--- src/decode_pkg.sv ---
// shared register, segment and displacement codes for the 32-bit address mode decoder
`default_nettype none

package decode_pkg;

    // general registers, numbered as in the modrm and sib fields
    typedef enum logic [2:0] {
        eax = 3'd0,
        ecx = 3'd1,
        edx = 3'd2,
        ebx = 3'd3,
        esp = 3'd4,
        ebp = 3'd5,
        esi = 3'd6,
        edi = 3'd7
    } gpr_e;

    // default segment for the effective address
    typedef enum logic [0:0] {
        seg_ds = 1'b0,
        seg_ss = 1'b1
    } seg_e;

    // number of displacement bytes after modrm/sib
    typedef enum logic [1:0] {
        disp_0  = 2'd0,
        disp_8  = 2'd1,
        disp_32 = 2'd2
    } disp_len_e;

    // rm value that pulls in a sib byte
    localparam logic [2:0] rm_sib = 3'b100;
    // under mod 00, no base and a 32-bit displacement
    localparam logic [2:0] rm_disp_only = 3'b101;
    // sib index value meaning no index register
    localparam logic [2:0] index_none = 3'b100;
    // register form
    localparam logic [1:0] mod_reg = 2'b11;

endpackage

`default_nettype wire

--- src/decode_stage_2.sv ---
// modrm decoder, splits the byte and derives sib need, base use and displacement length
`timescale 1ns/1ps
`default_nettype none

module decode_stage_2 (
    input  logic [7:0]            modrm,
    output logic [1:0]            mod,
    output logic [2:0]            reg_opcode,
    output decode_pkg::gpr_e      rm,
    output logic                  reg_form,
    output logic                  sib_present,
    output logic                  modrm_base_used,
    output decode_pkg::disp_len_e modrm_disp_len
);
    import decode_pkg::*;

    // mod 00 with rm 101 carries only a disp32
    logic disp_only;

    // raw field split
    assign mod        = modrm[7:6];
    assign reg_opcode = modrm[5:3];
    assign rm         = gpr_e'(modrm[2:0]);

    assign reg_form  = (mod == mod_reg);
    assign disp_only = (mod == 2'b00) && (modrm[2:0] == rm_disp_only);

    // sib only exists for memory forms
    assign sib_present     = !reg_form && (modrm[2:0] == rm_sib);
    assign modrm_base_used = !disp_only;

    // length follows mod, disp_only is the odd one
    always_comb begin
        case (mod)
            2'b00: begin
                if (disp_only) begin
                    modrm_disp_len = disp_32;
                end else begin
                    modrm_disp_len = disp_0;
                end
            end
            2'b01: begin
                modrm_disp_len = disp_8;
            end
            2'b10: begin
                modrm_disp_len = disp_32;
            end
            default: begin
                // register form
                modrm_disp_len = disp_0;
            end
        endcase
    end

endmodule

`default_nettype wire

--- src/decode_stage_3.sv ---
// sib decoder for scale, index, base and undefined effective address
`timescale 1ns/1ps
`default_nettype none

module decode_stage_3 (
    input  logic [7:0]            sib,
    input  logic [1:0]            mod,
    output logic [1:0]            scale_factor,
    output logic                  index_reg_used,
    output decode_pkg::gpr_e      index_reg_index,
    output logic                  base_reg_used,
    output decode_pkg::gpr_e      base_reg_index,
    output decode_pkg::disp_len_e sib_disp_len,
    output logic                  effective_address_undefined
);
    import decode_pkg::*;

    // base 101 under mod 00 means no base, disp32 instead
    logic no_base;
    logic index_is_none;

    // ss / index / base fields
    assign scale_factor    = sib[7:6];
    assign index_reg_index = gpr_e'(sib[5:3]);
    assign base_reg_index  = gpr_e'(sib[2:0]);

    assign index_is_none  = (sib[5:3] == index_none);
    assign no_base        = (mod == 2'b00) && (sib[2:0] == rm_disp_only);
    assign index_reg_used = !index_is_none;
    assign base_reg_used  = !no_base;

    // no index needs ss 00, otherwise the address is undefined
    assign effective_address_undefined = index_is_none && (scale_factor != 2'b00);

    // same mod rule as modrm, plus the no-base case
    always_comb begin
        case (mod)
            2'b00: begin
                if (no_base) begin
                    sib_disp_len = disp_32;
                end else begin
                    sib_disp_len = disp_0;
                end
            end
            2'b01: begin
                sib_disp_len = disp_8;
            end
            2'b10: begin
                sib_disp_len = disp_32;
            end
            default: begin
                sib_disp_len = disp_0;
            end
        endcase
    end

endmodule

`default_nettype wire

--- src/displacement_collector.sv ---
// gathers little-endian displacement bytes and sign-extends the 8-bit form
`timescale 1ns/1ps
`default_nettype none

module displacement_collector (
    input  logic                  clk,
    input  logic                  rst,
    input  logic                  disp_start,
    input  decode_pkg::disp_len_e disp_len,
    input  logic                  disp_byte_valid,
    input  logic [7:0]            byte_in,
    output logic                  disp_last,
    output logic [31:0]           displacement
);
    import decode_pkg::*;

    // bytes still expected
    logic [2:0]  remaining;
    // next lane to fill, lowest first
    logic [1:0]  lane;
    // 8-bit displacement, sign-extend on output
    logic        short_form;
    logic [31:0] acc;
    // accumulator with the byte now arriving merged in
    logic [31:0] acc_next;

    always_comb begin
        acc_next = acc;
        if (disp_byte_valid) begin
            acc_next[{lane, 3'b000} +: 8] = byte_in;
        end
    end

    assign disp_last = disp_byte_valid && (remaining == 3'd1);

    // includes the final byte, so it is sampled on the edge ending disp_last
    assign displacement = short_form ? {{24{acc_next[7]}}, acc_next[7:0]} : acc_next;

    // byte count and lane pointer
    always_ff @(posedge clk) begin
        if (rst) begin
            remaining  <= 3'd0;
            lane       <= 2'd0;
            short_form <= 1'b0;
        end else if (disp_start) begin
            remaining  <= (disp_len == disp_8) ? 3'd1 : 3'd4;
            lane       <= 2'd0;
            short_form <= (disp_len == disp_8);
        end else if (disp_byte_valid && (remaining != 3'd0)) begin
            remaining <= remaining - 3'd1;
            lane      <= lane + 2'd1;
        end
    end

    // accumulator
    always_ff @(posedge clk) begin
        if (disp_start) begin
            acc <= 32'd0;
        end else if (disp_byte_valid) begin
            acc <= acc_next;
        end
    end

endmodule

`default_nettype wire

--- src/addr_mode_sequencer.sv ---
// state machine stepping through modrm, sib and displacement bytes, holds the decoded form
`timescale 1ns/1ps
`default_nettype none

module addr_mode_sequencer (
    input  logic                  clk,
    input  logic                  rst,
    input  logic [7:0]            byte_in,
    input  logic                  byte_valid,
    // to / from the decoders
    output logic [7:0]            modrm_q,
    output logic [7:0]            sib_q,
    input  logic [2:0]            reg_opcode,
    input  decode_pkg::gpr_e      rm,
    input  logic                  reg_form,
    input  logic                  sib_present,
    input  logic                  modrm_base_used,
    input  decode_pkg::disp_len_e modrm_disp_len,
    input  logic [1:0]            scale_factor,
    input  logic                  index_reg_used,
    input  decode_pkg::gpr_e      index_reg_index,
    input  logic                  base_reg_used,
    input  decode_pkg::gpr_e      base_reg_index,
    input  decode_pkg::disp_len_e sib_disp_len,
    input  logic                  effective_address_undefined,
    // to / from the collector
    output logic                  disp_start,
    output decode_pkg::disp_len_e disp_len,
    output logic                  disp_byte_valid,
    input  logic                  disp_last,
    input  logic [31:0]           displacement,
    // decoded form
    output logic                  decode_done,
    output logic                  reg_form_o,
    output logic [2:0]            reg_opcode_o,
    output logic                  base_used_o,
    output decode_pkg::gpr_e      base_reg_o,
    output logic                  index_used_o,
    output decode_pkg::gpr_e      index_reg_o,
    output logic [1:0]            scale_o,
    output decode_pkg::seg_e      segment_o,
    output decode_pkg::disp_len_e disp_len_o,
    output logic [31:0]           displacement_o,
    output logic                  ea_undefined_o
);
    import decode_pkg::*;

    typedef enum logic [1:0] {
        st_modrm = 2'd0,
        st_sib   = 2'd1,
        st_disp  = 2'd2
    } state_e;

    state_e      state;
    logic [7:0]  modrm_r;
    logic [7:0]  sib_r;
    logic        modrm_take;
    logic        sib_take;
    logic        disp_take;
    logic        finish;
    // fields of the form in flight
    logic        sel_base_used;
    gpr_e        sel_base;
    logic        sel_index_used;
    gpr_e        sel_index;
    logic [1:0]  sel_scale;
    disp_len_e   sel_disp_len;
    logic        sel_undef;
    seg_e        sel_segment;

    assign modrm_take = (state == st_modrm) && byte_valid;
    assign sib_take   = (state == st_sib) && byte_valid;
    assign disp_take  = (state == st_disp) && byte_valid;

    // bypass so the decoders see a byte in its own strobe cycle
    assign modrm_q = modrm_take ? byte_in : modrm_r;
    assign sib_q   = sib_take ? byte_in : sib_r;

    // sib fields win when present, index and scale zero without it
    assign sel_base_used  = sib_present ? base_reg_used : modrm_base_used;
    assign sel_base       = sib_present ? base_reg_index : rm;
    assign sel_index_used = sib_present && index_reg_used;
    assign sel_index      = sib_present ? index_reg_index : eax;
    assign sel_scale      = sib_present ? scale_factor : 2'b00;
    assign sel_disp_len   = sib_present ? sib_disp_len : modrm_disp_len;
    assign sel_undef      = sib_present && effective_address_undefined;

    // stack segment for esp/ebp based addressing
    assign sel_segment = (sel_base_used && ((sel_base == esp) || (sel_base == ebp))) ?
                         seg_ss : seg_ds;

    // form ends on this byte?
    assign finish = (modrm_take && (reg_form || (!sib_present && modrm_disp_len == disp_0)))
                 || (sib_take && (sib_disp_len == disp_0))
                 || (disp_take && disp_last);

    // displacement follows modrm or sib
    assign disp_start = (modrm_take && !reg_form && !sib_present && modrm_disp_len != disp_0)
                     || (sib_take && (sib_disp_len != disp_0));
    assign disp_len        = sel_disp_len;
    assign disp_byte_valid = disp_take;

    always_ff @(posedge clk) begin
        if (rst) begin
            state <= st_modrm;
        end else begin
            case (state)
                st_modrm: begin
                    if (modrm_take && !reg_form) begin
                        if (sib_present) begin
                            state <= st_sib;
                        end else if (disp_start) begin
                            state <= st_disp;
                        end
                    end
                end
                st_sib: begin
                    if (sib_take) begin
                        state <= disp_start ? st_disp : st_modrm;
                    end
                end
                st_disp: begin
                    if (disp_take && disp_last) begin
                        state <= st_modrm;
                    end
                end
                default: begin
                    state <= st_modrm;
                end
            endcase
        end
    end

    // instruction bytes, held while the rest of the form arrives
    always_ff @(posedge clk) begin
        if (modrm_take) begin
            modrm_r <= byte_in;
        end
        if (sib_take) begin
            sib_r <= byte_in;
        end
    end

    // result registers, loaded with the done pulse
    always_ff @(posedge clk) begin
        if (rst) begin
            decode_done    <= 1'b0;
            reg_form_o     <= 1'b0;
            reg_opcode_o   <= 3'd0;
            base_used_o    <= 1'b0;
            base_reg_o     <= eax;
            index_used_o   <= 1'b0;
            index_reg_o    <= eax;
            scale_o        <= 2'b00;
            segment_o      <= seg_ds;
            disp_len_o     <= disp_0;
            displacement_o <= 32'd0;
            ea_undefined_o <= 1'b0;
        end else begin
            decode_done <= finish;
            if (finish) begin
                reg_form_o   <= reg_form;
                reg_opcode_o <= reg_opcode;
                if (reg_form) begin
                    // no memory operand at all
                    base_used_o    <= 1'b0;
                    base_reg_o     <= eax;
                    index_used_o   <= 1'b0;
                    index_reg_o    <= eax;
                    scale_o        <= 2'b00;
                    segment_o      <= seg_ds;
                    disp_len_o     <= disp_0;
                    ea_undefined_o <= 1'b0;
                end else begin
                    base_used_o    <= sel_base_used;
                    base_reg_o     <= sel_base;
                    index_used_o   <= sel_index_used;
                    index_reg_o    <= sel_index;
                    scale_o        <= sel_scale;
                    segment_o      <= sel_segment;
                    disp_len_o     <= sel_disp_len;
                    ea_undefined_o <= sel_undef;
                end
                // zero unless the form ended on a displacement byte
                displacement_o <= disp_take ? displacement : 32'd0;
            end
        end
    end

endmodule

`default_nettype wire

--- src/addr_mode_top.sv ---
// top level of the 32-bit address mode decoder, connects decoders, collector and sequencer
`timescale 1ns/1ps
`default_nettype none

module addr_mode_top (
    input  logic                  clk,
    input  logic                  rst,
    input  logic [7:0]            byte_in,
    input  logic                  byte_valid,
    output logic                  decode_done,
    output logic                  reg_form_o,
    output logic [2:0]            reg_opcode_o,
    output logic                  base_used_o,
    output decode_pkg::gpr_e      base_reg_o,
    output logic                  index_used_o,
    output decode_pkg::gpr_e      index_reg_o,
    output logic [1:0]            scale_o,
    output decode_pkg::seg_e      segment_o,
    output decode_pkg::disp_len_e disp_len_o,
    output logic [31:0]           displacement_o,
    output logic                  ea_undefined_o
);
    import decode_pkg::*;

    // modrm path
    logic [7:0]  modrm_q;
    logic [1:0]  mod;
    logic [2:0]  reg_opcode;
    gpr_e        rm;
    logic        reg_form;
    logic        sib_present;
    logic        modrm_base_used;
    disp_len_e   modrm_disp_len;
    // sib path
    logic [7:0]  sib_q;
    logic [1:0]  scale_factor;
    logic        index_reg_used;
    gpr_e        index_reg_index;
    logic        base_reg_used;
    gpr_e        base_reg_index;
    disp_len_e   sib_disp_len;
    logic        effective_address_undefined;
    // displacement path
    logic        disp_start;
    disp_len_e   disp_len;
    logic        disp_byte_valid;
    logic        disp_last;
    logic [31:0] displacement;

    decode_stage_2 u_stage_2 (
        .modrm           (modrm_q),
        .mod             (mod),
        .reg_opcode      (reg_opcode),
        .rm              (rm),
        .reg_form        (reg_form),
        .sib_present     (sib_present),
        .modrm_base_used (modrm_base_used),
        .modrm_disp_len  (modrm_disp_len)
    );

    // mod comes straight from the held modrm byte
    decode_stage_3 u_stage_3 (
        .sib                         (sib_q),
        .mod                         (mod),
        .scale_factor                (scale_factor),
        .index_reg_used              (index_reg_used),
        .index_reg_index             (index_reg_index),
        .base_reg_used               (base_reg_used),
        .base_reg_index              (base_reg_index),
        .sib_disp_len                (sib_disp_len),
        .effective_address_undefined (effective_address_undefined)
    );

    displacement_collector u_collector (
        .clk             (clk),
        .rst             (rst),
        .disp_start      (disp_start),
        .disp_len        (disp_len),
        .disp_byte_valid (disp_byte_valid),
        .byte_in         (byte_in),
        .disp_last       (disp_last),
        .displacement    (displacement)
    );

    addr_mode_sequencer u_sequencer (
        .clk                         (clk),
        .rst                         (rst),
        .byte_in                     (byte_in),
        .byte_valid                  (byte_valid),
        .modrm_q                     (modrm_q),
        .sib_q                       (sib_q),
        .reg_opcode                  (reg_opcode),
        .rm                          (rm),
        .reg_form                    (reg_form),
        .sib_present                 (sib_present),
        .modrm_base_used             (modrm_base_used),
        .modrm_disp_len              (modrm_disp_len),
        .scale_factor                (scale_factor),
        .index_reg_used              (index_reg_used),
        .index_reg_index             (index_reg_index),
        .base_reg_used               (base_reg_used),
        .base_reg_index              (base_reg_index),
        .sib_disp_len                (sib_disp_len),
        .effective_address_undefined (effective_address_undefined),
        .disp_start                  (disp_start),
        .disp_len                    (disp_len),
        .disp_byte_valid             (disp_byte_valid),
        .disp_last                   (disp_last),
        .displacement                (displacement),
        .decode_done                 (decode_done),
        .reg_form_o                  (reg_form_o),
        .reg_opcode_o                (reg_opcode_o),
        .base_used_o                 (base_used_o),
        .base_reg_o                  (base_reg_o),
        .index_used_o                (index_used_o),
        .index_reg_o                 (index_reg_o),
        .scale_o                     (scale_o),
        .segment_o                   (segment_o),
        .disp_len_o                  (disp_len_o),
        .displacement_o              (displacement_o),
        .ea_undefined_o              (ea_undefined_o)
    );

endmodule

`default_nettype wire

--- config.mk ---
export PLATFORM = sky130hd
export DESIGN_NAME = addr_mode_top
export DESIGN_NICKNAME = d
export VERILOG_FILES = /design/src/decode_pkg.sv /design/src/decode_stage_2.sv /design/src/decode_stage_3.sv /design/src/displacement_collector.sv /design/src/addr_mode_sequencer.sv /design/src/addr_mode_top.sv
export SDC_FILE = /design/constraint.sdc
export NUM_CORES = 1
export LEC_CHECK = 0
export ABC_AREA = 1
export ABC_CLOCK_PERIOD_IN_PS = 2600
export BUFFER_PORTS_ARGS = -buffer_cell sky130_fd_sc_hd__buf_2
export CAP_MARGIN = 20
export CORE_MARGIN = 4
export CORE_UTILIZATION = 57
export CTS_CLUSTER_SIZE = 30
export DETAILED_ROUTE_END_ITERATION = 8
export GPL_ROUTABILITY_DRIVEN = 0
export HOLD_SLACK_MARGIN = 0.06
export PLACE_DENSITY = 0.87
export REMOVE_ABC_BUFFERS = 1
export SYNTH_ARGS = -nofsm -noshare
export SYNTH_HDL_FRONTEND = slang
export SYNTH_SLANG_ARGS = --single-unit
--- constraint.sdc ---
create_clock -name clk -period 2.6 [get_ports clk]
set_input_delay 0.26 -clock clk [delete_from_list [all_inputs] [get_ports clk]]
set_output_delay 0.26 -clock clk [all_outputs]
set_load 0.01 [all_outputs]
==> results of run 1 <==
==> where the power goes <==
part           internal (W)  switching, W
Clock              0.000478      0.000545
Combinational      0.000366      0.000843
Sequential          0.00185     0.0000883
==> worst paths after layout <==
kind,end,cells after the start
setup / recovery,u_collector.lane[0],13
hold / removal,u_sequencer.base_used_o,2
setup reg to reg,u_collector.lane[0],13
hold reg to reg,u_sequencer.displacement_o[12],2
==> cells in the final DEF (no fill, tap or decap), drive strengths merged <==
cell type / n
a21boi: 1
a21oi: 35
buf: 75
bufinv: 1
clkbuf: 13
clkinvlp: 1
dfxtp: 107
ha: 8
inv: 82
nand2: 198
nand3: 65
nand3b: 2
nand4: 13
nor2: 45
nor3: 1
o21ai: 39
o22ai: 32
or2: 3
xor2: 2
==> logic make-up (layout without fill, tap and decap cells) <==
family | Yosys count | after routing | share of synthesized area, %
AOI/OAI and AO/OA | 107 | 107 | 12.2
buffers and inverters | 117 | 172 | 10.3
xor gates and xnor gates | 2 | 2 | 0.368
adders and majority gates | 8 | 8 | 2.10
DFF | 107 | 107 | 45.0
and+or+nand+nor | 327 | 327 | 30.0
==> worst max-delay path, stage by stage, from the launching register on <==
cell                      delay (ns)
sky130_fd_sc_hd__dfxtp_1        0.40
sky130_fd_sc_hd__nor2_4         0.25
sky130_fd_sc_hd__nand2_4        0.16
sky130_fd_sc_hd__nand2_1        0.11
sky130_fd_sc_hd__nand2_2        0.11
sky130_fd_sc_hd__nand2_2        0.18
sky130_fd_sc_hd__inv_1          0.10
sky130_fd_sc_hd__nor2_1         0.17
sky130_fd_sc_hd__nand3_1        0.10
sky130_fd_sc_hd__nand2_1        0.12
sky130_fd_sc_hd__buf_4          0.23
sky130_fd_sc_hd__nor2_1         0.09
sky130_fd_sc_hd__inv_1          0.14
sky130_fd_sc_hd__nor2_1         0.07
==> stage by stage <==
| step | setup WS (ns) | setup TNS [ns] |
|---|---|---|
| 2_1_floorplan | -0.738 | -35.09 |
| 3_3_place_gp | 0.367 | 0 |
| 3_5_place_dp | 0.264 | 0 |
| 4_1_cts | 0.198 | 0 |
| 5_1_grt | 0.0264 | 0 |
| 6_report | 0.244 | 0 |
==> area by class of cell <==
class | count | area share, %
Multi-Input combinational cell | 444 | 40.1
Clock buffer | 13 | 2.80
Inverter | 81 | 5.71
Timing Repair Buffer | 75 | 7.78
Sequential cell | 107 | 40.3
Tap cell | 105 | 2.47
Clock inverter | 3 | 0.870
==> timing repair <==
action | CTS | global route
resized for setup | 0 | 3
buffers inserted | 0 | 0
setup endpoints to repair | 0 | 3
==> per-layer routing <==
metal	vias to the layer above	global-route usage, %
met3	33	4.77
met1	2057	29.2
met4	0	9.87
met5	-	0
met2	203	41.2
li1	2238	-
==> registers in the layout, indices dropped and copies added, names as in the netlist <==
register,flops
u_collector.acc,32
u_sequencer.displacement_o,32
u_sequencer.modrm_r,8
u_sequencer.sib_r,8
u_collector.remaining,3
u_sequencer.base_reg_o,3
u_sequencer.index_reg_o,3
u_sequencer.reg_opcode_o,3
u_collector.lane,2
u_sequencer.disp_len_o,2
u_sequencer.scale_o,2
u_sequencer.state,2
u_collector.short_form,1
u_sequencer.base_used_o,1
u_sequencer.decode_done,1
u_sequencer.ea_undefined_o,1
u_sequencer.index_used_o,1
u_sequencer.reg_form_o,1
u_sequencer.segment_o,1
==> impl_results.html, run 1 <==
<table>
<tr><th>Metric</th><th>Value</th></tr>
<tr><th colspan="2">Clocking</th></tr>
<tr><td>Cts hold-fix bufs</td><td>0</td></tr>
<tr><td>Clock transition at the registers of the reported paths</td><td>0.09 ns</td></tr>
<tr><td>Clock buffer count from CTS</td><td>9</td></tr>
<tr><td>Cell chosen for the clock root</td><td>sky130_fd_sc_hd__clkbuf_8</td></tr>
<tr><td>Worst-skew pair later-pin latency</td><td>0.36 ns</td></tr>
<tr><td>Clock sinks</td><td>107</td></tr>
<tr><td>H-Tree Level Count</td><td>3</td></tr>
<tr><td>TritonCTS clock tree</td><td>yes</td></tr>
<tr><td>Clock Path Buffers</td><td>2</td></tr>
<tr><th colspan="2">Routing</th></tr>
<tr><td>Detail Route met2 WL</td><td>5600 um</td></tr>
<tr><td>Final antenna-violating net count</td><td>0</td></tr>
<tr><td>Total routed wire length on the met1 layer</td><td>4740 um</td></tr>
<tr><td>Routed WL per cell</td><td>13.9 um</td></tr>
<tr><td>Uppermost signal routing layer after detailed routing</td><td>met4</td></tr>
<tr><td>Total wire length after detailed routing</td><td>11500 um</td></tr>
<tr><td>Met3 layer wire length in the routed design</td><td>870 um</td></tr>
<tr><td>Vias/cell</td><td>5.47</td></tr>
<tr><td>Final routed DRC violation total</td><td>0</td></tr>
<tr><td>Routed vias</td><td>4531</td></tr>
<tr><td>Number of search-and-repair iterations in the first detailed-routing pass</td><td>5</td></tr>
<tr><td>Number of design-rule violations left by the first detailed-router iteration</td><td>289</td></tr>
<tr><th colspan="2">Yosys</th></tr>
<tr><td>Cell with the most instances after synthesis</td><td>sky130_fd_sc_hd__nand2_1</td></tr>
<tr><td>Cell count after synthesis</td><td>668</td></tr>
<tr><td>Cell type with the highest aggregate area in the netlist</td><td>sky130_fd_sc_hd__dfxtp_1</td></tr>
<tr><td>Most used flip-flop cell after synthesis</td><td>sky130_fd_sc_hd__dfxtp_1</td></tr>
<tr><td>Post-synthesis average cell area</td><td>7.13 um2</td></tr>
<tr><td>Count of unique library cells instantiated by Yosys</td><td>30</td></tr>
<tr><td>EDFF count, synth</td><td>0</td></tr>
<tr><td>Register bit count reported by yosys</td><td>107</td></tr>
<tr><td>Register area share after synthesis</td><td>45.0%</td></tr>
<tr><td>Top cells by instance count after synthesis</td><td>195 x sky130_fd_sc_hd__nand2_1, 107 x sky130_fd_sc_hd__dfxtp_1, 79 x sky130_fd_sc_hd__inv_1</td></tr>
<tr><td>Yosys warnings</td><td>0</td></tr>
<tr><td>Synth Cell Area</td><td>0.00476 mm2</td></tr>
<tr><td>Top-area cell type share of the netlist area</td><td>45.0%</td></tr>
<tr><td>Post-synthesis async set-or-reset flop share</td><td>0%</td></tr>
<tr><td>Top cells by area in the synthesized netlist</td><td>sky130_fd_sc_hd__dfxtp_1 45%, sky130_fd_sc_hd__nand2_1 15%, sky130_fd_sc_hd__nand3_1 6.4%, sky130_fd_sc_hd__inv_1 6.2%, sky130_fd_sc_hd__o22ai_1 4.2%</td></tr>
<tr><th colspan="2">Worst setup path</th></tr>
<tr><td>Peak fanout along the critical path</td><td>15</td></tr>
<tr><td>Endpoint class of the critical path</td><td>flip-flop</td></tr>
<tr><td>Crit path required time</td><td>2.85 ns</td></tr>
<tr><td>Critical Path Start</td><td>u_sequencer.state[0]</td></tr>
<tr><td>Classification of the worst setup path</td><td>reg2reg</td></tr>
<tr><td>Setup slack on the worst flop-to-flop path</td><td>0.24 ns</td></tr>
<tr><td>Launching element type of the critical path</td><td>flip-flop</td></tr>
<tr><td>WP data arrival</td><td>2.61 ns</td></tr>
<tr><td>Startpoint of the lowest-slack register-to-register path</td><td>u_sequencer.state[0]</td></tr>
<tr><th colspan="2">Floorplan</th></tr>
<tr><td>Initial core utilization</td><td>58.2%</td></tr>
<tr><td>Height of the die</td><td>99.4 um</td></tr>
<tr><td>Cell row count</td><td>33</td></tr>
<tr><td>Width of the die</td><td>99.4 um</td></tr>
<tr><td>Core Box Area</td><td>0.00818 mm2</td></tr>
<tr><td>I/O pins</td><td>62</td></tr>
<tr><td>Die area</td><td>0.00988 mm2</td></tr>
<tr><th colspan="2">Pwr</th></tr>
<tr><td>Power per unit of standard cell area</td><td>784 mW/mm2</td></tr>
<tr><td>Reported leakage power</td><td>2.56 nW</td></tr>
<tr><td>Maximum vdd drop</td><td>0.522 mV</td></tr>
<tr><td>Total design power</td><td>0.00417 W</td></tr>
<tr><th colspan="2">GRT</th></tr>
<tr><td>Grt ovf</td><td>0</td></tr>
<tr><td>All-layer global routing usage</td><td>23.9%</td></tr>
<tr><td>Largest net degree at the start of global routing</td><td>29</td></tr>
<tr><td>Wire length of the first global-routing pass</td><td>19300 um</td></tr>
<tr><td>Number of global-route vias before repair</td><td>4345</td></tr>
<tr><td>Initial antenna violation count</td><td>0</td></tr>
<tr><th colspan="2">Place</th></tr>
<tr><td>DP Wirelength</td><td>8140 um</td></tr>
<tr><td>Cells after DPL</td><td>812</td></tr>
<tr><td>Count of input and output buffers</td><td>61</td></tr>
<tr><td>Placed instance area</td><td>0.00512 mm2</td></tr>
<tr><th colspan="2">Worst hold path</th></tr>
<tr><td>Startpoint of the tightest hold check path</td><td>rst</td></tr>
<tr><td>Worst min-delay path class</td><td>in2reg</td></tr>
<tr><th colspan="2">Cells and area</th></tr>
<tr><td>Count of antenna diodes in the layout</td><td>0</td></tr>
<tr><td># nets final</td><td>737</td></tr>
<tr><td>Final instance count without filler cells</td><td>828</td></tr>
<tr><td>Share of layout cells above drive strength 1</td><td>14.9%</td></tr>
<tr><td>Total area of multi-input combinational cells</td><td>0.00213 mm2</td></tr>
<tr><td>Post-synthesis to final-layout area growth</td><td>11.7%</td></tr>
<tr><td>Core occupancy in the finished layout</td><td>65.1%</td></tr>
<tr><td>Final design area excluding fillers</td><td>0.00532 mm2</td></tr>
<tr><td># fillers</td><td>752</td></tr>
<tr><td>Area taken by flip-flops and latches</td><td>0.00214 mm2</td></tr>
<tr><th colspan="2">STA</th></tr>
<tr><td>Max-slew violation total from the final report</td><td>0</td></tr>
<tr><td>Fmax achieved</td><td>424 MHz</td></tr>
<tr><td>Least-Margin Pin Slew</td><td>0.440 ns</td></tr>
<tr><td>Count of final hold-check violations</td><td>0</td></tr>
<tr><td>Worst rel slew slack</td><td>70.6%</td></tr>
<tr><td>Final setup violation count</td><td>0</td></tr>
<tr><td>Time the final worst path needs with I/O delays and setup</td><td>2.36 ns</td></tr>
<tr><td>Period utilisation layout</td><td>90.6%</td></tr>
<tr><td>Final hold slack</td><td>0.196 ns</td></tr>
<tr><td>RSZ-0062 raised after global routing</td><td>no</td></tr>
<tr><td>Worst clock skew</td><td>0.00767 ns</td></tr>
<tr><th colspan="2">Status</th></tr>
<tr><td>Run status</td><td>finished, final reports clean</td></tr>
<tr><th colspan="2">Run</th></tr>
<tr><td>Number of maximum-capacitance violations</td><td>0</td></tr>
</table>
Note: power is estimated with default switching activity, not from simulation.
==> run 2: changes to the inputs <==
--- a/config.mk
+++ b/config.mk
@@ -14,9 +14,11 @@
 export CTS_CLUSTER_SIZE = 30
 export DETAILED_ROUTE_END_ITERATION = 8
 export GPL_ROUTABILITY_DRIVEN = 0
+export GPL_TIMING_DRIVEN = 0
 export HOLD_SLACK_MARGIN = 0.06
 export PLACE_DENSITY = 0.87
 export REMOVE_ABC_BUFFERS = 1
+export SETUP_SLACK_MARGIN = 0.05
 export SYNTH_ARGS = -nofsm -noshare
 export SYNTH_HDL_FRONTEND = slang
 export SYNTH_SLANG_ARGS = --single-unit
==> impl_results.html, run 2 (synthesized netlist as in run 1, its figures left out) <==
<table>
<tr><th>Metric</th><th>Value</th></tr>
<tr><th colspan="2">GRT</th></tr>
<tr><td>All-layer global routing usage</td><td>26.6%</td></tr>
<tr><td>Largest net degree at the start of global routing</td><td>32</td></tr>
<tr><td>Wire length of the first global-routing pass</td><td>21100 um</td></tr>
<tr><td>Initial antenna violation count</td><td>0</td></tr>
<tr><td>Number of global-route vias before repair</td><td>4459</td></tr>
<tr><td>Grt ovf</td><td>0</td></tr>
<tr><th colspan="2">Cells and area</th></tr>
<tr><td>Most common library cell in the layout ignoring fill and taps</td><td>sky130_fd_sc_hd__nand2_1</td></tr>
<tr><td>Most frequent cells in the layout</td><td>192 x sky130_fd_sc_hd__nand2_1, 105 x sky130_fd_sc_hd__dfxtp_1, 79 x sky130_fd_sc_hd__inv_1, 61 x sky130_fd_sc_hd__buf_2, 60 x sky130_fd_sc_hd__nand3_1</td></tr>
<tr><td>Post-synthesis to final-layout area growth</td><td>16.7%</td></tr>
<tr><td># nets final</td><td>746</td></tr>
<tr><td>Regs by FF count</td><td>u_collector.acc x32, u_sequencer.displacement_o x32</td></tr>
<tr><td>Count of antenna diodes in the layout</td><td>0</td></tr>
<tr><td>Share of layout cells above drive strength 1</td><td>17.2%</td></tr>
<tr><th colspan="2">Worst setup path</th></tr>
<tr><td>Reg2Reg Capture Point</td><td>u_sequencer.displacement_o[6]</td></tr>
<tr><td>Crit path required time</td><td>2.87 ns</td></tr>
<tr><td>Standard cell with the maximum stage delay on the critical path</td><td>sky130_fd_sc_hd__dfxtp_1</td></tr>
<tr><td>Classification of the worst setup path</td><td>reg2reg</td></tr>
<tr><td>Launching element type of the critical path</td><td>flip-flop</td></tr>
<tr><td>Endpoint class of the critical path</td><td>flip-flop</td></tr>
<tr><td>Endpoint of the worst setup timing path</td><td>u_sequencer.displacement_o[6]</td></tr>
<tr><td>Delay contributed by the slowest stage of the critical path</td><td>0.39 ns</td></tr>
<tr><td>Depth of the worst register-to-register path</td><td>11</td></tr>
<tr><td>Critical-path cell list</td><td>inv_1 &gt; nor2_2 &gt; nand2_4 &gt; buf_16 &gt; inv_4 &gt; nand3_4 &gt; nand3_4 &gt; nor2_4 &gt; buf_4 &gt; nand2_1 &gt; nand2_1</td></tr>
<tr><td>Setup slack on the worst flop-to-flop path</td><td>0.12 ns</td></tr>
<tr><td>Peak fanout along the critical path</td><td>31</td></tr>
<tr><td>Critical Path Start</td><td>u_sequencer.state[1]</td></tr>
<tr><td>Startpoint of the lowest-slack register-to-register path</td><td>u_sequencer.state[1]</td></tr>
<tr><td>WP data arrival</td><td>2.74 ns</td></tr>
<tr><th colspan="2">Worst hold path</th></tr>
<tr><td>Worst min-delay path class</td><td>in2reg</td></tr>
<tr><td>Startpoint of the tightest hold check path</td><td>byte_in[6]</td></tr>
<tr><th colspan="2">Floorplan</th></tr>
<tr><td>I/O pins</td><td>62</td></tr>
<tr><td>Initial core utilization</td><td>58.2%</td></tr>
<tr><td>Cell row count</td><td>33</td></tr>
<tr><td>Height of the die</td><td>99.4 um</td></tr>
<tr><td>Die area</td><td>0.00988 mm2</td></tr>
<tr><td>Core Box Area</td><td>0.00818 mm2</td></tr>
<tr><td>Width of the die</td><td>99.4 um</td></tr>
<tr><th colspan="2">Clocking</th></tr>
<tr><td>TritonCTS clock tree</td><td>yes</td></tr>
<tr><td>Clock transition at the registers of the reported paths</td><td>0.10 ns</td></tr>
<tr><td>Cell chosen for the clock root</td><td>sky130_fd_sc_hd__clkbuf_8</td></tr>
<tr><td>Cts hold-fix bufs</td><td>0</td></tr>
<tr><td>Clock buffer count from CTS</td><td>9</td></tr>
<tr><td>Clock sinks</td><td>107</td></tr>
<tr><td>Clock Path Buffers</td><td>2</td></tr>
<tr><td>H-Tree Level Count</td><td>3</td></tr>
<tr><td>Worst-skew pair later-pin latency</td><td>0.38 ns</td></tr>
<tr><th colspan="2">Run</th></tr>
<tr><td>Number of maximum-capacitance violations</td><td>0</td></tr>
<tr><th colspan="2">Routing</th></tr>
<tr><td>Routed vias</td><td>4934</td></tr>
<tr><td>Vias/cell</td><td>5.89</td></tr>
<tr><td>Final antenna-violating net count</td><td>0</td></tr>
<tr><td>Number of design-rule violations left by the first detailed-router iteration</td><td>521</td></tr>
<tr><td>Routed WL per cell</td><td>16.7 um</td></tr>
<tr><td>Final routed DRC violation total</td><td>0</td></tr>
<tr><td>Number of search-and-repair iterations in the first detailed-routing pass</td><td>5</td></tr>
<tr><td>Total wire length after detailed routing</td><td>14000 um</td></tr>
<tr><th colspan="2">Pwr</th></tr>
<tr><td>Total design power</td><td>0.00449 W</td></tr>
<tr><td>Power per unit of standard cell area</td><td>808 mW/mm2</td></tr>
<tr><td>Maximum vdd drop</td><td>0.567 mV</td></tr>
<tr><td>Reported leakage power</td><td>2.68 nW</td></tr>
<tr><th colspan="2">STA</th></tr>
<tr><td>Final hold slack</td><td>0.255 ns</td></tr>
<tr><td>Worst rel slew slack</td><td>33.3%</td></tr>
<tr><td>Time the final worst path needs with I/O delays and setup</td><td>2.48 ns</td></tr>
<tr><td>RSZ-0062 raised after global routing</td><td>no</td></tr>
<tr><td>Max-slew violation total from the final report</td><td>0</td></tr>
<tr><td>Final setup violation count</td><td>0</td></tr>
<tr><td>Period utilisation layout</td><td>95.3%</td></tr>
<tr><td>Count of final hold-check violations</td><td>0</td></tr>
<tr><td>Worst clock skew</td><td>0.0138 ns</td></tr>
<tr><td>Final critical-path setup slack</td><td>0.123 ns</td></tr>
<tr><td>Least-Margin Pin Slew</td><td>0.999 ns</td></tr>
<tr><td>Fmax achieved</td><td>404 MHz</td></tr>
<tr><th colspan="2">Place</th></tr>
<tr><td>Count of input and output buffers</td><td>61</td></tr>
<tr><td>DP Wirelength</td><td>7750 um</td></tr>
<tr><td>Worst slack after detailed placement</td><td>-1.41 ns</td></tr>
<tr><th colspan="2">Status</th></tr>
<tr><td>Run status</td><td>finished, final reports clean</td></tr>
</table>
-- run 2: cell type report --
cell class / count / area, um2
tap: 105 / 131
multi-input combinational: 450 / 2270
clock inverter: 6 / 72.6
clock buffer: 10 / 138
sequential: 107 / 2140
fill: 640 / 2620
timing repair buffer: 78 / 493
inverter: 81 / 307
-- run 2: how the worst min path moves through the flow --
stage                                      to  slack (ns)  cells after the start
3_5_place_dp   u_sequencer.displacement_o[26]        0.43                      2
4_1_cts                  u_sequencer.sib_r[5]        0.24                      3
2_1_floorplan         u_sequencer.base_used_o        0.33                      1
5_1_grt                u_sequencer.modrm_r[6]        0.24                      3
6_report               u_sequencer.modrm_r[6]        0.26                      3
3_3_place_gp   u_sequencer.displacement_o[27]        0.42                      2
-- run 2: what timing repair did --
item	in CTS	in global routing
gates cloned	5	1
resized for setup	11	10
pin swaps	5	3
setup endpoints to repair	73	76
buffers inserted	9	5
-- run 2: per-layer routing --
| layer | vias up | GRT usage [%] | share of wire (%) |
|---|---|---|---|
| met4 | 0 | 14.4 | 4.8 |
| met2 | 333 | 43.0 | 47 |
| met5 | - | 0 | 0 |
| met1 | 2250 | 32.1 | 38 |
| met3 | 71 | 7.57 | 10 |
| li1 | 2280 | - | - |
-- run 2: report_power, final --
part	leakage [nW]	switching, W	internal, W
clock	0.103	0.000599	0.000482
combinational	1.70	0.000992	0.000447
sequential	0.870	0.000116	0.00185
-- run 2: critical path: cells and delay by family, from the launching register on --
| family | cells | cell delay, ns |
|---|---|---|
| and+or+nand+nor | 7 | 1.15 |
| buffers and inverters | 4 | 0.80 |
| DFF | 1 | 0.39 |
-- run 2: metrics by stage --
stage,util (%),cells,TNS (ns),cell area [um2]
floorplan,-,632,-35.09,4570
global placement,61.3,798,-100.94,5010
detailed placement,62.2,801,-66.90,5080
CTS,66.6,831,0,5440
global route,68.0,837,0,5560
finish,68.0,837,0,5560
==> run 3: changes to the inputs <==
--- a/config.mk
+++ b/config.mk
@@ -17,7 +17,6 @@
 export GPL_TIMING_DRIVEN = 0
 export HOLD_SLACK_MARGIN = 0.06
 export PLACE_DENSITY = 0.87
-export REMOVE_ABC_BUFFERS = 1
 export SETUP_SLACK_MARGIN = 0.05
 export SYNTH_ARGS = -nofsm -noshare
 export SYNTH_HDL_FRONTEND = slang
==> impl_results.html, run 3 (synthesized netlist as in run 1, its figures left out) <==
<table>
<tr><th>Metric</th><th>Value</th></tr>
<tr><th colspan="2">Worst setup path</th></tr>
<tr><td>Launching element type of the critical path</td><td>flip-flop</td></tr>
<tr><td>Classification of the worst setup path</td><td>reg2reg</td></tr>
<tr><td>Critical Path Start</td><td>u_collector.lane[0]</td></tr>
<tr><td>Standard cell with the maximum stage delay on the critical path</td><td>sky130_fd_sc_hd__dfxtp_1</td></tr>
<tr><td>Dominant delay contributor by cell family on the critical path</td><td>buffers and inverters</td></tr>
<tr><td>Setup slack on the worst flop-to-flop path</td><td>0.20 ns</td></tr>
<tr><td>Most numerous cell on the critical path</td><td>sky130_fd_sc_hd__inv_1</td></tr>
<tr><td>Delay contributed by the slowest stage of the critical path</td><td>0.39 ns</td></tr>
<tr><td>Startpoint of the lowest-slack register-to-register path</td><td>u_collector.lane[0]</td></tr>
<tr><td>Endpoint class of the critical path</td><td>flip-flop</td></tr>
<tr><td>Crit path required time</td><td>2.93 ns</td></tr>
<tr><td>Reg2Reg Capture Point</td><td>u_sequencer.displacement_o[21]</td></tr>
<tr><td>Critical-path cell list</td><td>buf_4 &gt; inv_1 &gt; ha_1 &gt; inv_1 &gt; nand4_1 &gt; o22ai_1 &gt; inv_1 &gt; nor2_2 &gt; nand2_2 &gt; buf_2 &gt; o21ai_0 &gt; nand3_1 &gt; nand2_1</td></tr>
<tr><td>Depth of the worst register-to-register path</td><td>13</td></tr>
<tr><td>WP data arrival</td><td>2.73 ns</td></tr>
<tr><td>Peak fanout along the critical path</td><td>10</td></tr>
<tr><td>Crit path buffers/inverters</td><td>5</td></tr>
<tr><th colspan="2">Floorplan</th></tr>
<tr><td>Die area</td><td>0.00988 mm2</td></tr>
<tr><td>Cell row count</td><td>33</td></tr>
<tr><td>Height of the die</td><td>99.4 um</td></tr>
<tr><td>Core Box Area</td><td>0.00818 mm2</td></tr>
<tr><td>Initial core utilization</td><td>58.2%</td></tr>
<tr><td>Width of the die</td><td>99.4 um</td></tr>
<tr><td>I/O pins</td><td>62</td></tr>
<tr><th colspan="2">STA</th></tr>
<tr><td>Fmax achieved</td><td>416 MHz</td></tr>
<tr><td>Worst clock skew</td><td>0.00862 ns</td></tr>
<tr><td>Worst rel slew slack</td><td>59.8%</td></tr>
<tr><td>Time the final worst path needs with I/O delays and setup</td><td>2.40 ns</td></tr>
<tr><td>Period utilisation layout</td><td>92.4%</td></tr>
<tr><td>Final setup violation count</td><td>0</td></tr>
<tr><td>RSZ-0062 raised after global routing</td><td>yes</td></tr>
<tr><td>Total negative slack</td><td>0 ns</td></tr>
<tr><td>Final hold slack</td><td>0.179 ns</td></tr>
<tr><td>Max-slew violation total from the final report</td><td>0</td></tr>
<tr><td>Count of final hold-check violations</td><td>0</td></tr>
<tr><td>Least-Margin Pin Slew</td><td>0.602 ns</td></tr>
<tr><th colspan="2">Clocking</th></tr>
<tr><td>Worst-skew pair later-pin latency</td><td>0.38 ns</td></tr>
<tr><td>TritonCTS clock tree</td><td>yes</td></tr>
<tr><td>Clock sinks</td><td>107</td></tr>
<tr><td>H-Tree Level Count</td><td>3</td></tr>
<tr><td>Clock buffer count from CTS</td><td>9</td></tr>
<tr><td>Cell chosen for the clock root</td><td>sky130_fd_sc_hd__clkbuf_8</td></tr>
<tr><td>Clock Path Buffers</td><td>2</td></tr>
<tr><td>Clock transition at the registers of the reported paths</td><td>0.10 ns</td></tr>
<tr><td>Cts hold-fix bufs</td><td>0</td></tr>
<tr><th colspan="2">Routing</th></tr>
<tr><td>Routed WL per cell</td><td>14.5 um</td></tr>
<tr><td>Number of design-rule violations left by the first detailed-router iteration</td><td>391</td></tr>
<tr><td>Final antenna-violating net count</td><td>0</td></tr>
<tr><td>Number of search-and-repair iterations in the first detailed-routing pass</td><td>6</td></tr>
<tr><td>Vias/cell</td><td>5.52</td></tr>
<tr><td>Routed vias</td><td>4695</td></tr>
<tr><td>Final routed DRC violation total</td><td>0</td></tr>
<tr><td>Total wire length after detailed routing</td><td>12300 um</td></tr>
<tr><th colspan="2">Pwr</th></tr>
<tr><td>Reported leakage power</td><td>2.62 nW</td></tr>
<tr><td>Power per unit of standard cell area</td><td>786 mW/mm2</td></tr>
<tr><td>Total design power</td><td>0.00427 W</td></tr>
<tr><td>Maximum vdd drop</td><td>0.463 mV</td></tr>
<tr><th colspan="2">GRT</th></tr>
<tr><td>Initial antenna violation count</td><td>0</td></tr>
<tr><td>Met1 Use GR</td><td>30.3%</td></tr>
<tr><td>Largest net degree at the start of global routing</td><td>19</td></tr>
<tr><td>Most crowded layer after global routing</td><td>met2</td></tr>
<tr><td>Global-route met3 utilization</td><td>3.72%</td></tr>
<tr><td>Wire length of the first global-routing pass</td><td>20100 um</td></tr>
<tr><td>All-layer global routing usage</td><td>25.2%</td></tr>
<tr><td>Met2 Resource Use GR</td><td>43.1%</td></tr>
<tr><td>Number of global-route vias before repair</td><td>4453</td></tr>
<tr><td>Grt ovf</td><td>0</td></tr>
<tr><th colspan="2">Cells and area</th></tr>
<tr><td>Most common library cell in the layout ignoring fill and taps</td><td>sky130_fd_sc_hd__nand2_1</td></tr>
<tr><td>Post-synthesis to final-layout area growth</td><td>14.1%</td></tr>
<tr><td>Regs by FF count</td><td>u_collector.acc x32, u_sequencer.displacement_o x32</td></tr>
<tr><td>Area taken by flip-flops and latches</td><td>0.00214 mm2</td></tr>
<tr><td>Most frequent cells in the layout</td><td>194 x sky130_fd_sc_hd__nand2_1, 107 x sky130_fd_sc_hd__dfxtp_1, 79 x sky130_fd_sc_hd__inv_1, 70 x sky130_fd_sc_hd__buf_2, 61 x sky130_fd_sc_hd__nand3_1</td></tr>
<tr><td>Share of layout cells above drive strength 1</td><td>15.7%</td></tr>
<tr><td># nets final</td><td>760</td></tr>
<tr><td>Total area of multi-input combinational cells</td><td>0.00213 mm2</td></tr>
<tr><td># fillers</td><td>709</td></tr>
<tr><td>Count of antenna diodes in the layout</td><td>0</td></tr>
<tr><th colspan="2">Run</th></tr>
<tr><td>Number of maximum-capacitance violations</td><td>0</td></tr>
<tr><th colspan="2">Worst hold path</th></tr>
<tr><td>Worst min-delay path class</td><td>in2reg</td></tr>
<tr><td>Worst hold path endpoint</td><td>u_sequencer.state[0]</td></tr>
<tr><td>Startpoint of the tightest hold check path</td><td>rst</td></tr>
<tr><td>Instance count along the most critical hold path</td><td>2</td></tr>
<tr><th colspan="2">Status</th></tr>
<tr><td>Run status</td><td>finished, final reports clean</td></tr>
<tr><th colspan="2">Place</th></tr>
<tr><td>Count of input and output buffers</td><td>61</td></tr>
<tr><td>DP Wirelength</td><td>9090 um</td></tr>
<tr><th colspan="2">Yosys</th></tr>
<tr><td>Post-Syn Nets</td><td>687</td></tr>
</table>
[run 3: cell count changes in the layout (fill, tap and decap cells not counted), moves of 4 or more]
cell | previous run | this run
sky130_fd_sc_hd__clkbuf_1 | 0 | 14
sky130_fd_sc_hd__buf_2 | 61 | 70
sky130_fd_sc_hd__buf_4 | 13 | 6
sky130_fd_sc_hd__nand3_4 | 6 | 1
sky130_fd_sc_hd__buf_6 | 0 | 4
[run 3: worst max-delay path by stage]
stage / to / slack (ns) / depth (start not counted)
after global placement: u_sequencer.displacement_o[17] / -0.11 / 13
after detailed placement: u_sequencer.displacement_o[21] / -0.29 / 13
final: u_sequencer.displacement_o[21] / 0.20 / 13
after floorplan: u_sequencer.displacement_o[12] / 0.40 / 13
after CTS: u_sequencer.displacement_o[21] / 0.06 / 13
after global routing: u_sequencer.displacement_o[18] / 0.04 / 13
[run 3: through the flow]
step	instances	cell area (um2)	util (%)	worst slack [ns]
2_1_floorplan	668	4760	-	0.398
3_3_place_gp	834	5200	63.6	-0.114
3_5_place_dp	834	5200	63.6	-0.287
4_1_cts	851	5420	66.3	0.0594
5_1_grt	851	5430	66.4	0.0354
6_report	851	5430	66.4	0.197
[run 3: cell type report]
| type | instances | area share (%) |
|---|---|---|
| Tap cell | 105 | 2.42 |
| Timing Repair Buffer | 63 | 5.90 |
| Sequential cell | 107 | 39.4 |
| Clock inverter | 6 | 1.36 |
| Inverter | 81 | 5.60 |
| Multi-Input combinational cell | 444 | 39.3 |
| Clock buffer | 10 | 2.53 |
| Buffer | 35 | 3.48 |
[run 3: where the power goes]
part | switching, W | internal [W] | leakage (nW)
Sequential | 0.0000959 | 0.00185 | 0.869
Clock | 0.000589 | 0.000482 | 0.107
Combinational | 0.000861 | 0.000391 | 1.64
[run 3: routing by layer]
metal	vias to the layer above	wire (um)
met5	-	0
met4	0	598
met3	53	908
met2	206	5840
met1	2150	4960
li1	2286	-
[run 3: repair_timing]
action,4_1_cts,5_1_grt
pin swaps,1,1
endpoints found under the setup margin,24,20
resized for setup,2,6
setup buffers,1,1
[run 3: worst reg2reg max path, stage by stage, from the launching register on]
cell                      delay [ns]
sky130_fd_sc_hd__dfxtp_1        0.39
sky130_fd_sc_hd__buf_4          0.20
sky130_fd_sc_hd__inv_1          0.11
sky130_fd_sc_hd__ha_1           0.37
sky130_fd_sc_hd__inv_1          0.13
sky130_fd_sc_hd__nand4_1        0.13
sky130_fd_sc_hd__o22ai_1        0.15
sky130_fd_sc_hd__inv_1          0.07
sky130_fd_sc_hd__nor2_2         0.14
sky130_fd_sc_hd__nand2_2        0.14
sky130_fd_sc_hd__buf_2          0.21
sky130_fd_sc_hd__o21ai_0        0.11
sky130_fd_sc_hd__nand3_1        0.11
sky130_fd_sc_hd__nand2_1        0.09
